--- config.mk ---
export PLATFORM = sky130hd
export DESIGN_NAME = tile_map_lookup
export DESIGN_NICKNAME = d
export VERILOG_FILES = /design/src/tile_render_pkg.sv /design/src/tile_map_lookup.sv
export VERILOG_INCLUDE_DIRS = /design/src
export SDC_FILE = /design/constraint.sdc
export NUM_CORES = 1
export LEC_CHECK = 0
export ABC_AREA = 1
export BUFFER_PORTS_ARGS = -buffer_cell sky130_fd_sc_hd__buf_2
export CORE_MARGIN = 3
export CORE_UTILIZATION = 50
export DETAILED_ROUTE_END_ITERATION = 6
export PLACE_DENSITY = 0.79
export SYNTH_ARGS = -nofsm -noshare
export SYNTH_HDL_FRONTEND = slang
export SYNTH_SLANG_ARGS = --single-unit
--- constraint.sdc ---
create_clock -name clock_50 -period 3.9 [get_ports clock_50]
set_input_delay 0.195 -clock clock_50 [delete_from_list [all_inputs] [get_ports clock_50]]
set_output_delay 0.195 -clock clock_50 [all_outputs]
set_load 0.05 [all_outputs]
--- src/tile_render_params.svh ---
`ifndef TILE_RENDER_PARAMS_SVH
`define TILE_RENDER_PARAMS_SVH

// tile geometry
`define TILE_SIZE 32
`define TILE_BITS 5

// map geometry in tiles, 640x480 screen
`define MAP_COLS 20
`define MAP_ROWS 15
`define MAP_DEFINED_ROWS 10 // rows below this one are solid wall

// grey levels, used for all three channels
`define COLOR_GREY      8'd190
`define COLOR_DARK_GREY 8'd168
`define COLOR_WHITE     8'd255
`define COLOR_BLACK     8'd0

// full rgb triples, r in the top byte
`define COLOR_YELLOW    {8'd255, 8'd255, 8'd0}
`define COLOR_RED       {8'd255, 8'd0, 8'd0}
`define COLOR_BROWN     {8'd92, 8'd64, 8'd51}
`define COLOR_PINK      {8'd255, 8'd0, 8'd255}   // blanking
`define COLOR_BG_RED    {8'd255, 8'd0, 8'd0}     // unknown map code

`endif
--- src/tile_render_pkg.sv ---
`include "tile_render_params.svh"

package tile_render_pkg;

	// raster position from the video timing block
	typedef struct packed {
		logic [9:0] x;
		logic [9:0] y;
	} pix_pos_t;

	// decoded map code
	typedef enum logic [2:0] {
		TILE_WALL      = 3'd0,
		TILE_FREE_PATH = 3'd1,
		TILE_ROBOT     = 3'd2,
		TILE_TRASH     = 3'd3,
		TILE_NONE      = 3'd4
	} tile_kind_e;

	// stage 1 result
	typedef struct packed {
		tile_kind_e             kind;
		logic [`TILE_BITS-1:0] off_x;
		logic [`TILE_BITS-1:0] off_y;
		logic                   video_on;
	} tile_req_t;

	typedef enum logic [2:0] {
		ROBOT_GREY      = 3'd0,
		ROBOT_BLACK     = 3'd1,
		ROBOT_WHITE     = 3'd2,
		ROBOT_DARK_GREY = 3'd3,
		ROBOT_YELLOW    = 3'd4,
		ROBOT_RED       = 3'd5,
		ROBOT_BROWN     = 3'd6
	} robot_color_e;

	typedef enum logic [2:0] {
		TRASH_GREY      = 3'd0,
		TRASH_BLACK     = 3'd1,
		TRASH_DARK_GREY = 3'd2,
		TRASH_GREY_ALT  = 3'd3, // same shade as code 0
		TRASH_RED       = 3'd4
	} trash_color_e;

	typedef struct packed {
		logic [7:0] r;
		logic [7:0] g;
		logic [7:0] b;
	} rgb_t;

endpackage

--- src/tile_map_lookup.sv ---
`timescale 1ns/1ps
`include "tile_render_params.svh"

module tile_map_lookup (
	input  logic                       clock_50,
	input  logic                       reset,
	input  logic                       video_on,
	input  tile_render_pkg::pix_pos_t  pix,
	output tile_render_pkg::tile_req_t tile_req
);
	import tile_render_pkg::*;

	// one octal digit per tile, column 0 leftmost
	localparam logic [0:59] MAP_TABLE [`MAP_DEFINED_ROWS] = '{
		60'o0000_0000_0111_1110_0000,
		60'o0000_0000_0100_0010_0000,
		60'o0000_0100_0300_0011_1111,
		60'o0000_0111_1100_0000_0000,
		60'o0000_0100_0100_0000_1111,
		60'o0000_0100_0100_0111_1000,
		60'o1111_1100_0411_1100_0000,
		60'o1001_1100_0000_1011_1111,
		60'o1000_0100_0000_1001_0000,
		60'o2001_1111_1101_1511_0000
	};

	logic [4:0] map_row;
	logic [4:0] map_col;
	logic [5:0] code_pos;
	logic [2:0] map_code;
	tile_kind_e kind_next;

	assign map_row  = pix.y[9:`TILE_BITS]; // y / tile size
	assign map_col  = pix.x[9:`TILE_BITS];
	assign code_pos = 6'(map_col) * 6'd3;  // 3 bits per tile

	always_comb begin
		map_code = 3'd0; // rows past the table draw as wall
		if (map_row < 5'(`MAP_DEFINED_ROWS) && map_col < 5'(`MAP_COLS)) begin
			map_code = MAP_TABLE[map_row[3:0]][code_pos +: 3];
		end
	end

	always_comb begin
		case (map_code)
			3'd0:    kind_next = TILE_WALL;
			3'd1:    kind_next = TILE_FREE_PATH;
			3'd2:    kind_next = TILE_ROBOT;
			3'd3:    kind_next = TILE_TRASH;
			default: kind_next = TILE_NONE; // 4..7, drawn red
		endcase
	end

	always_ff @(posedge clock_50) begin
		if (reset) begin
			tile_req <= '{kind: TILE_NONE, off_x: '0, off_y: '0, video_on: 1'b0};
		end else begin
			tile_req.kind     <= kind_next;
			tile_req.off_x    <= pix.x[`TILE_BITS-1:0]; // x mod tile size
			tile_req.off_y    <= pix.y[`TILE_BITS-1:0];
			tile_req.video_on <= video_on;
		end
	end

endmodule

==> impl_metrics.yaml <==
status:
  status: "finished, final reports clean"
cells_and_area:
  largest_reg_flops: 14
  drive_gt1_share_pct: 18.3
  syn2layout_area_growth_pct: 8.78
  largest-register: "tile_req"
  final_cells: 382
  final_area_sq_mm: 0.00189
  reg_top3: "tile_req: 14 flops"
  nFillCells: 325
  insertedDiodeCount: 0
  nNetsFinal: 374
job:
  maxCapViolations: 0
sta:
  final_hold_viol_count: 0
  timing.setup.tns_ps: 0
  max-slew-margin-rel_pct: 60.7
  finalSetupViolCount: 0
  fmax_mhz: 375
  period_share_pct: 68.3
  worstMarginPinSlew_ps: 590
  setup_slack_ps: 1240
  maxSlewViolCount: 0
  layout_min_cycle_time_ps: 2660
  rsz0062_at_grt: "no"
clock_tree:
  cts_buffers: 3
  cts_hold_buffers: 0
  cts_resized: 0
  clk_pin_slew_worst_paths_ps: 70
  root_buffer: "clkbuf_4"
  post_cts_buffers: 0
  clock_sinks: 14
  h-tree-depth: 1
  cts_tree: "yes"
  max-clock-path-buffers: 2
power_and_ir_drop:
  power.density_mw_per_mm2: 274
  finalPower_uw: 518
  vdd_ir_drop_max_mv: 0.124
  leakage_uw: 0.00115
floorplan:
  initial_core_util_pct: 54.7
  row_count: 20
  design.core.area_sq_mm: 0.00318
  die_x_um: 65.0
  io_pins: 37
  die_y_um: 65.0
  fp.dieArea_sq_mm: 0.00422
place:
  place_congestion: 0.936
  io_buffer_count: 36
  dp_cells: 379
  place_area_sq_mm: 0.00187
  hpwl_um: 3530
  dp_slack_ps: 1010
synth:
  synthTopCellsByArea: "nand2_1 26%, dfxtp_1 16%, nand3_1 13%"
  synth-async-reset-ratio_pct: 0
  ys.flop_type: "dfxtp_1"
  yosysTopAreaCell: "nand2_1"
  synth_nets: 345
  ys.warnings.count: 0
  syn_area_per_cell_sq_um: 5.59
  synth_area_sq_mm: 0.00174
  synth-edff-count: 0
  synth_cell_types: 30
  synthCells: 311
  synth.most_common_cell: "nand2_1"
  synth_top_area_share_pct: 25.9
  synth_commonest_cells: "120 x nand2_1, 46 x nand3_1, 37 x inv_1, 24 x nor2_1, 14 x dfxtp_1"
  synth_seq_cells: 14
  ys_seq_area_share_pct: 16.1
setup_path:
  path_class: "in -> reg"
  arrival_ps: 2840
  critPathMaxFanout: 18
  end_kind: "flop"
  cp.required_ps: 4070
  cp-start-kind: "input port"
drt:
  drc: 0
  routed-via-count: 2024
  drtAntennaViolNets: 0
  drt-pass1-iter-count: 5
  wl_per_cell_um: 11.5
  initialDrtViolationCount: 159
  viasPerCell: 5.30
  routed_wl_um: 4410
global_routing:
  grt_max_degree: 19
  grt_use_met1_pct: 29.4
  grt_pass1_wl_um: 7710
  antenna_found_initial: 0
  grt_pass1_vias: 1824
  use_met3_pct: 3.12
  busiest_layer: "met2"
  grt_use_met2_pct: 36.8
  grt.overflow.total: 0
  track_usage_pct: 22.0
hold_path:
  holdPathEnd: "tile_req[4]"
  hold_path_class: "in -> reg"
  hold_start: "pix[3]"
  worstHoldPathCells: 3
-- layer usage --
metal | share of wire [%] | vias to the layer above | wire (um)
li1 | - | 1027 | -
met1 | 42 | 879 | 1870
met2 | 46 | 110 | 2030
met3 | 10 | 8 | 458
met4 | 1.3 | 0 | 57
met5 | 0 | - | 0
-- cell type report --
class	count	area, sq um	area share (%)
Clock buffer	3	22.5	1.19
Inverter	45	171	9.07
Multi-Input combinational cell	240	1180	62.5
Sequential cell	14	280	14.8
Tap cell	44	55.1	2.91
Timing Repair Buffer	36	180	9.53
-- critical path: stages --
cell     delay, ps
buf_2          300
ha_1           230
inv_1           60
fa_1           840
inv_2          260
nor2_4         220
nand3_1        100
nand2_1         80
nor2_1          50
nor2_1          80
nand2_1         60
nand3_1         80
nand2_1         50
inv_1           60
nand2_1         50
nand2_2         80
nor2_2          30
-- power breakdown --
group          switching [uW]  internal, uW  total [uW]
sequential               1.53           151         152
combinational             202          88.3         290
clock                    39.3          35.7        75.1
-- cell families (layout without fill, tap and decap cells) --
logic type | Yosys count | after routing | share of synthesized area [%]
AO/OA/AOI/OAI | 19 | 19 | 6.62
XOR/XNOR | 1 | 1 | 0.504
adder cells (fa/ha/maj) | 11 | 11 | 8.35
buffers and inverters | 57 | 84 | 15.9
flip-flops | 14 | 14 | 16.1
AND/OR/NAND/NOR | 209 | 209 | 52.5
-- layout by cell type (no fill, tap or decap), types with 5 or more instances in the layout --
cell type  netlist  final
nor2_2           6      6
a21oi_1          9      9
nor2_1          24     24
inv_2            6      6
buf_2            2     36
inv_1           37     37
nand4_1          5      5
nand2_1        120    120
nand3_1         46     46
ha_1            10     10
dfxtp_1         14     14
-- worst max-delay path by stage --
stage	from	endpoint	slack (ps)
final	pix[15]	tile_req[12]	1240
after global routing	pix[15]	tile_req[11]	1040
after CTS	pix[15]	tile_req[12]	1290
after detailed placement	pix[15]	tile_req[12]	1010
after global placement	pix[15]	tile_req[11]	1110
after floorplan	pix[15]	tile_req[12]	1940
-- per-stage QoR --
step | hold WS (ps) | util [%]
after detailed placement | 404 | 58.8
after global routing | 108 | 59.5
after CTS | 122 | 59.5
after global placement | 394 | 58.8
final | 121 | 59.5
after floorplan | 266 | -
Note: power is estimated with default switching activity, not from simulation.
