$ cat src/tile_render_params.svh
`ifndef TILE_RENDER_PARAMS_SVH
`define TILE_RENDER_PARAMS_SVH

// tile geometry
`define TILE_SIZE 32
`define TILE_BITS 5

// map geometry in tiles, 640x480 screen
`define MAP_COLS 20
`define MAP_ROWS 15
`define MAP_DEFINED_ROWS 10 // rows below this one are solid wall

// grey levels, used for all three channels
`define COLOR_GREY      8'd190
`define COLOR_DARK_GREY 8'd168
`define COLOR_WHITE     8'd255
`define COLOR_BLACK     8'd0

// full rgb triples, r in the top byte
`define COLOR_YELLOW    {8'd255, 8'd255, 8'd0}
`define COLOR_RED       {8'd255, 8'd0, 8'd0}
`define COLOR_BROWN     {8'd92, 8'd64, 8'd51}
`define COLOR_PINK      {8'd255, 8'd0, 8'd255}   // blanking
`define COLOR_BG_RED    {8'd255, 8'd0, 8'd0}     // unknown map code

`endif
$ cat src/tile_render_pkg.sv
`include "tile_render_params.svh"

package tile_render_pkg;

	// raster position from the video timing block
	typedef struct packed {
		logic [9:0] x;
		logic [9:0] y;
	} pix_pos_t;

	// decoded map code
	typedef enum logic [2:0] {
		TILE_WALL      = 3'd0,
		TILE_FREE_PATH = 3'd1,
		TILE_ROBOT     = 3'd2,
		TILE_TRASH     = 3'd3,
		TILE_NONE      = 3'd4
	} tile_kind_e;

	// stage 1 result
	typedef struct packed {
		tile_kind_e             kind;
		logic [`TILE_BITS-1:0] off_x;
		logic [`TILE_BITS-1:0] off_y;
		logic                   video_on;
	} tile_req_t;

	typedef enum logic [2:0] {
		ROBOT_GREY      = 3'd0,
		ROBOT_BLACK     = 3'd1,
		ROBOT_WHITE     = 3'd2,
		ROBOT_DARK_GREY = 3'd3,
		ROBOT_YELLOW    = 3'd4,
		ROBOT_RED       = 3'd5,
		ROBOT_BROWN     = 3'd6
	} robot_color_e;

	typedef enum logic [2:0] {
		TRASH_GREY      = 3'd0,
		TRASH_BLACK     = 3'd1,
		TRASH_DARK_GREY = 3'd2,
		TRASH_GREY_ALT  = 3'd3, // same shade as code 0
		TRASH_RED       = 3'd4
	} trash_color_e;

	typedef struct packed {
		logic [7:0] r;
		logic [7:0] g;
		logic [7:0] b;
	} rgb_t;

endpackage

$ cat src/pixel_colorizer.sv
`timescale 1ns/1ps
`include "tile_render_params.svh"

module pixel_colorizer (
	input  logic                       clock_50,
	input  logic                       reset,
	input  tile_render_pkg::tile_req_t tile_req,
	input  logic [2:0]                 pixel_code,
	input  logic                       on_border,
	output tile_render_pkg::rgb_t      rgb
);
	import tile_render_pkg::*;

	rgb_t rgb_next;

	// neutral shade, all channels equal
	function automatic rgb_t grey_level(input logic [7:0] level);
		return '{r: level, g: level, b: level};
	endfunction

	function automatic rgb_t robot_palette(input robot_color_e code);
		case (code)
			ROBOT_GREY:      return grey_level(`COLOR_GREY);
			ROBOT_BLACK:     return grey_level(`COLOR_BLACK);
			ROBOT_WHITE:     return grey_level(`COLOR_WHITE);
			ROBOT_DARK_GREY: return grey_level(`COLOR_DARK_GREY);
			ROBOT_YELLOW:    return `COLOR_YELLOW;
			ROBOT_RED:       return `COLOR_RED;
			ROBOT_BROWN:     return `COLOR_BROWN;
			default:         return grey_level(`COLOR_WHITE); // code 7 unused
		endcase
	endfunction

	function automatic rgb_t trash_palette(input trash_color_e code);
		case (code)
			TRASH_GREY,
			TRASH_GREY_ALT:  return grey_level(`COLOR_GREY);
			TRASH_BLACK:     return grey_level(`COLOR_BLACK);
			TRASH_DARK_GREY: return grey_level(`COLOR_DARK_GREY);
			TRASH_RED:       return `COLOR_RED;
			default:         return grey_level(`COLOR_WHITE);
		endcase
	endfunction

	// blanking first, then by tile kind
	always_comb begin
		if (!tile_req.video_on) begin
			rgb_next = `COLOR_PINK;
		end else begin
			case (tile_req.kind)
				TILE_ROBOT: rgb_next = robot_palette(robot_color_e'(pixel_code));
				TILE_TRASH: rgb_next = trash_palette(trash_color_e'(pixel_code));
				TILE_FREE_PATH: begin
					rgb_next = on_border ? grey_level(`COLOR_BLACK) : grey_level(`COLOR_GREY);
				end
				TILE_WALL: begin
					rgb_next = on_border ? grey_level(`COLOR_BLACK) : grey_level(`COLOR_WHITE);
				end
				default: rgb_next = `COLOR_BG_RED; // map codes 4..7
			endcase
		end
	end

	always_ff @(posedge clock_50) begin
		if (reset) begin
			rgb <= grey_level(`COLOR_BLACK);
		end else begin
			rgb <= rgb_next;
		end
	end

endmodule

$ cat config.mk
export PLATFORM = sky130hd
export DESIGN_NAME = pixel_colorizer
export DESIGN_NICKNAME = d
export VERILOG_FILES = /design/src/tile_render_pkg.sv /design/src/pixel_colorizer.sv
export VERILOG_INCLUDE_DIRS = /design/src
export SDC_FILE = /design/constraint.sdc
export NUM_CORES = 1
export LEC_CHECK = 0
export ABC_AREA = 1
export BUFFER_PORTS_ARGS = -buffer_cell sky130_fd_sc_hd__buf_2
export CAP_MARGIN = 30
export CORE_MARGIN = 3
export CORE_UTILIZATION = 47
export DETAILED_ROUTE_END_ITERATION = 8
export PLACE_DENSITY = 0.82
export SYNTH_ARGS = -nofsm -noshare
export SYNTH_HDL_FRONTEND = slang
export SYNTH_SLANG_ARGS = --single-unit
$ cat constraint.sdc
create_clock -name clock_50 -period 1.8 [get_ports clock_50]
set_clock_uncertainty 0.1 [all_clocks]
set_input_delay 0.09 -clock clock_50 [delete_from_list [all_inputs] [get_ports clock_50]]
set_output_delay 0.09 -clock clock_50 [all_outputs]
set_load 0.005 [all_outputs]
==> results of run 1 <==
path summary, 6_finish.rpt:
path / from / endpoint / slack [ns] / cells past startpoint
worst max-delay path: tile_req[13] / rgb[6]$_SDFF_PP0_ / 0.43 / 9
worst min-delay path: tile_req[12] / rgb[19]$_SDFF_PP0_ / 0.01 / 3
placed cells by master (no fill, tap or decap), drive strengths merged:
cell type     n
a31oi         1
nand3b        1
nand4         7
a21oi         7
inv          24
nor2         17
clkbuf        4
o21ai         1
nand2        35
nand3         9
buf          33
dfxtp        16
nor3          1
dlygate4sd3   2
layer usage:
layer | GRT usage | wire length (um)
met5 | 0 | 0
met4 | 0.07109 | 36
met3 | 0.01835 | 110
met2 | 0.2919 | 919
met1 | 0.2218 | 857
cell type report:
type / instances / area, um2 / area share
inverter: 24 / 90.09 / 0.08561
sequential: 16 / 320.3 / 0.3044
timing repair buffer: 35 / 185.2 / 0.1760
clock buffer: 4 / 36.28 / 0.03448
multi-input combinational: 79 / 390.4 / 0.3710
tap: 24 / 30.03 / 0.02854
power breakdown:
part	internal [mW]	switching [mW]	total (mW)
combinational	0.0611	0.0911	0.152
clock	0.123	0.115	0.238
sequential	0.377	0.00638	0.383
total	0.561	0.213	0.774
repair_timing:
| item | 4_1_cts | 5_1_grt |
|---|---|---|
| hold buffers | 2 | 0 |
| setup buffers | 0 | 0 |
| endpoints found under the hold margin | 4 | 0 |
stage by stage:
step           power [mW]  instance area, um2  setup WS [ns]  utilization  std cells
4_1_cts            0.7740                1052         0.4590       0.6530        182
6_report           0.7736                1052         0.4281       0.6530        182
2_1_floorplan      0.4847               860.8         0.9111            -        127
3_5_place_dp       0.5392               996.0         0.5273       0.6180        176
3_3_place_gp       0.5350               996.0         0.5716       0.6180        176
5_1_grt            0.8166                1052         0.3229       0.6530        182
kinds of logic after synthesis:
logic type / after synthesis / share of synthesized area
compound gates: 9 / 0.06250
buf+inv: 32 / 0.1744
simple gates: 70 / 0.3910
flops: 16 / 0.3721
critical path, stage by stage:
cell and delay (ns):
buf_2 0.14, inv_1 0.10, nand2_2 0.08, nor2_4 0.17, nand2_1 0.11, nand3_2 0.09
nand2_2 0.07, a21oi_2 0.11, dlygate4sd3_1 0.55
==> metrics.txt, run 1 <==
pin count of the biggest net entering global routing=10; # rows=14; starting density of the core=0.5342; outcome=completed; n_diodes=0; Filler Cells Inserted=169; Leak=0.6221 nW; Synth top area share=0.3721; Initial DRC Count=25; Mapped Nets=about 150; final-report max-slew violation count=0; Final setup viols=0; hpwl dp=1533 um; Setup TNS=0 ns; Die Wd=about 50 um; WL/cell=10.56 um; initial antenna violation count=0; Top reg by flops=rgb; post-CTS sizing=0; worst-path maximum fanout=7; number of synthesized flops with an enable pin=0; Slew headroom=0.6276; post-synthesis register bit count=16; Max rail drop VDD=310.0 uV; TritonCTS clock tree=built; clock-pin slew on the worst setup and hold paths=roughly 0.090 ns; top cells by area, synth=dfxtp_1, nand2_1, inv_1, buf_4, nor2_1; most frequent cell after synthesis=nand2_1; Mapped Avg Cell Area=6.778 um2; sequential cell area fraction in the yosys report=0.3721; total wire length=between 1500 and 2000 um; PD cells=between 700 and 800 mW/mm2; via/cell ratio=4.780; global-route wire length before repair=3236 um; number of max-cap violations=0; Hold WS=approximately 0.014 ns; Final Critical Period=1.372 ns; GP Congestion=0.8981; Synth Warn #=0; DR vias=870; Final period util=0.7622; CTS Root Cell=clkbuf_4; Worst-Margin Slew=approximately 0.55 ns; residual DRC count=0; clock sinks=16; boundary pin count=44; RSZ-0062 raised after global routing=no; Setup crit end kind=register; DRT antenna net count=0; Overflow after GRT=0; Tot GR Track Use=0.1725; Arr. time, crit path=~1.5 ns; async set or reset register ratio after synthesis=0; gate count of the mapped netlist=between 100 and 150; Fin. Hold Viols=0; largest registers=rgb: 16 flops; critical path required time=1.94 ns; synth unique cells=18; Largest register FFs=16; nets=around 180; Max Fclk=728.9 MHz; layout cells sized above 1=0.3228; Die ar.=0.002381 mm2; synthesized area=860.8 um2; core area=0.001612 mm2; CTS max path bufs=2; Tightest Hold Check Type=primary input to register; vias in the first global route=768; DR pass1 iterations=4; Die Height=48.80 um; Area Growth Syn to Fin=22.24%; Main synth FF type=dfxtp_1; Crit Path Category=primary input to register; CTS buffer count=3; Yosys top cell by area=dfxtp_1; htree depth=1; Worst Setup Start Kind=primary input; Synth top cells by count=nand2_1, inv_1, dfxtp_1; Port Buffers=33
No activity file was read; power rests on OpenSTA's default activity.
==> run 2, diff against run 1 <==
Settings changed: CORE_UTILIZATION 47 to 44, PLACE_DENSITY 0.82 to 0.78.
Clock period 1.8 ns to 1.3 ns, I/O delays scaled along.
==> run 2 against run 1 <==
  * Die area is 6.0% higher
  * Hold slack improved by 0.0010 ns
  * Utilization fell by 4.8 points
  * Count of clock-buffer cells in the layout is the same
  * Non-clock buffer count is 3 higher
  * Combinational power increased by 43%
  * Routed wire length decreased by 2.1%
  * Via count up 1.0%
  * Sequential power increased by 38%
  * Flip-flop and latch count stayed put
  * Power is 37% higher
  * Critical path depth down 4
  * Critical path type unchanged
==> metrics.txt, run 2 (same netlist as run 1, synthesis figures left out) <==
outcome=completed; via/cell ratio=4.726; DR vias=slightly below 900; DRT antenna net count=0; nets=~180; pre-CTS WS=0.2081 ns; placed instance count=179; Initial DRC Count=13; Top reg by flops=rgb; most common cell after layout, fill and taps aside=buf_2; clock-pin slew on the worst setup and hold paths=0.08 ns; Setup crit end kind=register; Tightest Hold Check Type=primary input to register; cells along the critical path=dlygate4sd3_1, buf_2, inv_1, o21ai_1, nor2_1; Max Fclk=997.8 MHz; Slew headroom=0.8518; area of the multi-input gates=390.4 um2; Die ar.=0.002523 mm2; Final Critical Period=between 1 and 1.5 ns; Die Height=50.23 um; Tot GR Track Use=0.1672; Final period util=0.7710; Filler Cells Inserted=170; Layout Cells excl Fill=186; layout cells sized above 1=0.3292; PD cells=985.3 mW/mm2; core area=0.001783 mm2; Fin. Hold Viols=0; CTS Root Cell=clkbuf_4; hpwl dp=1505 um; slowest stage delay, CP=0.53 ns; htree depth=1; total wire length=1881 um; Largest register FFs=16; Post-CTS Setup Bufs=0; initial antenna violation count=0; GP Congestion=approximately 0.95; Worst Setup Start Kind=primary input; RSZ-0062 raised after global routing=no; storage element area=about 320 um2; residual DRC count=0; starting density of the core=0.4828; clock sinks=16; largest registers=rgb: 16 flops; WL/cell=approximately 10 um; critical path's top delay family=buffers and inverters; vias in the first global route=766; Worst-Margin Slew=0.2223 ns; global-route wire length before repair=3263 um; n_diodes=0; critical path required time=1.43 ns; final-report max-slew violation count=0; number of max-cap violations=0; Crit Path Category=primary input to register; slack of the critical path=0.2978 ns; Final setup viols=0; TritonCTS clock tree=built; CP bufs+invs=3; Max rail drop VDD=approximately 470 uV; boundary pin count=44; Arr. time, crit path=1.13 ns; Max stage delay cell, worst path=dlygate4sd3_1; pin count of the biggest net entering global routing=10; DR pass1 iterations=5; Overflow after GRT=0; Area Growth Syn to Fin=25.29%; CTS buffer count=3; Port Buffers=33; worst-path maximum fanout=6; # rows=15; CTS max path bufs=2; Die Wd=50.23 um; Leak=0.6354 nW; Setup TNS=0 ns; commonest cells after routing, fill and taps aside=buf_2, nand2_1, inv_1, dfxtp_1, nor2_1
==> run 2: cell count changes in the layout (fill, tap and decap cells not counted), sizes merged <==
cell / previous run / this run
buf: 33 / 35
dlygate4sd3: 2 / 3
==> run 2: worst paths after layout <==
check | from | end | slack [ns] | depth (start not counted)
max | reset | rgb[16]$_SDFF_PP0_ | 0.30 | 5
min | tile_req[0] | rgb[2]$_SDFF_PP0_ | 0.02 | 4
==> run 2: final cells by class <==
cell class              instances  area share
clock buffers                   4     0.03364
flip-flops and latches         16      0.2970
inverters                      24     0.08353
well taps                      25     0.02900
multi-input cells              79      0.3620
repair buffers                 38      0.1949
==> run 2: timing repair <==
action | 4_1_cts | 5_1_grt
hold buffers | 3 | 0
resized for setup | 0 | 0
endpoints found under the hold margin | 4 | 0
==> run 2: through the flow <==
stage	instance area, um2	hold slack [ns]	utilization	total power [mW]
after floorplan	860.8	0.02744	-	0.6712
after global placement	1012	0.2070	0.5677	0.7420
after detailed placement	1012	0.2041	0.5677	0.7495
after CTS	1079	0.005154	0.6049	1.073
after global routing	1079	0.04617	0.6049	1.125
final	1079	0.01514	0.6049	1.063
==> run 2: power breakdown <==
group	leakage (nW)	internal, mW	switching [mW]	total, mW
Clock	0.0210	0.171	0.145	0.316
Sequential	0.133	0.521	0.00838	0.530
Combinational	0.481	0.0895	0.128	0.217
==> run 2: per-layer routing <==
metal / global-route usage / vias up / wire length (um) / part of all wire
met5: 0 / - / 0 / 0
met4: 0.09677 / 0 / 47 / 0.025
met3: 0.01780 / 5 / 105 / 0.056
met2: 0.2891 / 36 / 923 / 0.49
met1: 0.1974 / 382 / 805 / 0.43
li1: - / 456 / - / -
==> run 3, diff against run 2 <==
Clock period 1.3 ns to 1 ns, I/O delays scaled along.
==> run 3 against run 2 <==
  * Cell area up 3.6%
  * Cell count up 2.7%
  * Hold slack better by 0.031 ns
  * Via count up 4.8%
  * Clock power down 3%
  * Routed wire length up 4.7%
  * Non-clock buffer count up 6
  * Combinational power up 41%
  * Largest cell class unchanged
  * Die area unchanged
  * Power up 22%
  * Global-route usage down 1.0 points
==> metrics.txt, run 3 (same netlist as run 1, synthesis figures left out) <==
most common cell after layout, fill and taps aside=buf_2; Post-CTS Setup Bufs=0; WHS Path Cells=4; outcome=completed; Top reg by flops=rgb; Leak=0.6564 nW; GP Congestion=slightly below 0.9; vias in the first global route=774; Final setup viols=0; Setup TNS=0 ns; number of max-cap violations=0; global-route wire length before repair=3180 um; WL/cell=10.31 um; Overflow after GRT=0; Final Util=0.6267; Largest register FFs=16; core area=approximately 0.0018 mm2; Port Buffers=33; hpwl dp=between 1500 and 2000 um; Final Critical Period=0.9818 ns; Crit Path Category=primary input to register; Max rail drop VDD=roughly 500 uV; layout cells sized above 1=0.3614; CTS buffer count=3; Fin. Hold Viols=0; Initial DRC Count=32; final-report max-slew violation count=0; PD cells=1163 mW/mm2; htree depth=1; Die ar.=~0.0025 mm2; CTS Root Cell=clkbuf_4; Final period util=0.9818; clock sinks=16; TritonCTS clock tree=built; critical path required time=1.07 ns; boundary pin count=44; Area Growth Syn to Fin=29.80%; DR pass1 iterations=4; # rows=15; starting density of the core=0.4828; DR vias=about 900; commonest cells after routing, fill and taps aside=buf_2, nand2_1, inv_1, dfxtp_1, nor2_1; nets=around 190; Tightest Hold Check Type=primary input to register; CTS max path bufs=2; initial antenna violation count=0; pin count of the biggest net entering global routing=9; DRT antenna net count=0; n_diodes=0; Die Wd=50.23 um; clock-pin slew on the worst setup and hold paths=0.08 ns; Hold WS=between 0.04 and 0.05 ns; largest registers=rgb: 16 flops; Die Height=50.23 um; RSZ-0062 raised after global routing=no; via/cell ratio=4.822; Slew headroom=0.8528; total wire length=1969 um; residual DRC count=0; Setup crit end kind=register; Max Fclk=1019 MHz; worst-path maximum fanout=6; Tot GR Track Use=0.1571; Worst Setup Start Kind=primary input; Arr. time, crit path=1.05 ns; Worst-Margin Slew=0.2207 ns
-- run 3: what timing repair did --
action / 4_1_cts / 5_1_grt
hold buffers: 3 / 0
resized for setup: 0 / 3
endpoints found under the hold margin: 4 / 0
setup endpoints to repair: 0 / 7
-- run 3: final timing paths --
check | endpoint | startpoint | slack (ns)
worst min-delay path | rgb[0]$_SDFF_PP0_ | tile_req[0] | 0.05
worst max-delay path | rgb[16]$_SDFF_PP0_ | reset | 0.02
-- run 3: stage by stage --
| stage | setup slack, ns | power [mW] | instances | cell area [um2] |
|---|---|---|---|---|
| after detailed placement | -0.08199 | 0.9943 | 185 | 1057 |
| after global placement | -0.03060 | 0.9822 | 185 | 1057 |
| after global routing | 0.0009809 | 1.394 | 191 | 1117 |
| after floorplan | 0.1511 | 0.8725 | 127 | 860.8 |
| final | 0.01824 | 1.299 | 191 | 1117 |
| after CTS | 0.009411 | 1.308 | 191 | 1110 |
-- run 3: cell type report --
class	instances	area (um2)
Clock buffer	3	22.52
Fill cell	159	665.6
Sequential cell	16	320.3
Timing Repair Buffer	44	255.2
Inverter	24	90.09
Multi-Input combinational cell	79	397.9
Tap cell	25	31.28
-- run 3: power breakdown --
part | leakage (nW) | total, mW | internal, mW | switching (mW)
clock | 0.0138 | 0.305 | 0.139 | 0.166
combinational | 0.509 | 0.306 | 0.133 | 0.173
sequential | 0.133 | 0.689 | 0.678 | 0.0111
-- run 3: critical path, stage by stage --
cell and delay (ns):
dlygate4sd3_1 0.55, buf_2 0.21, inv_2 0.09, o21ai_1 0.10, nor2_1 0.05
-- run 3: per-layer routing --
layer  wire [um]  up-vias  track usage
met1         777      400       0.1934
met5           0        -            0
met3         130        7            0
met2        1018       45       0.2804
li1            -      469            -
met4          42        0      0.07834
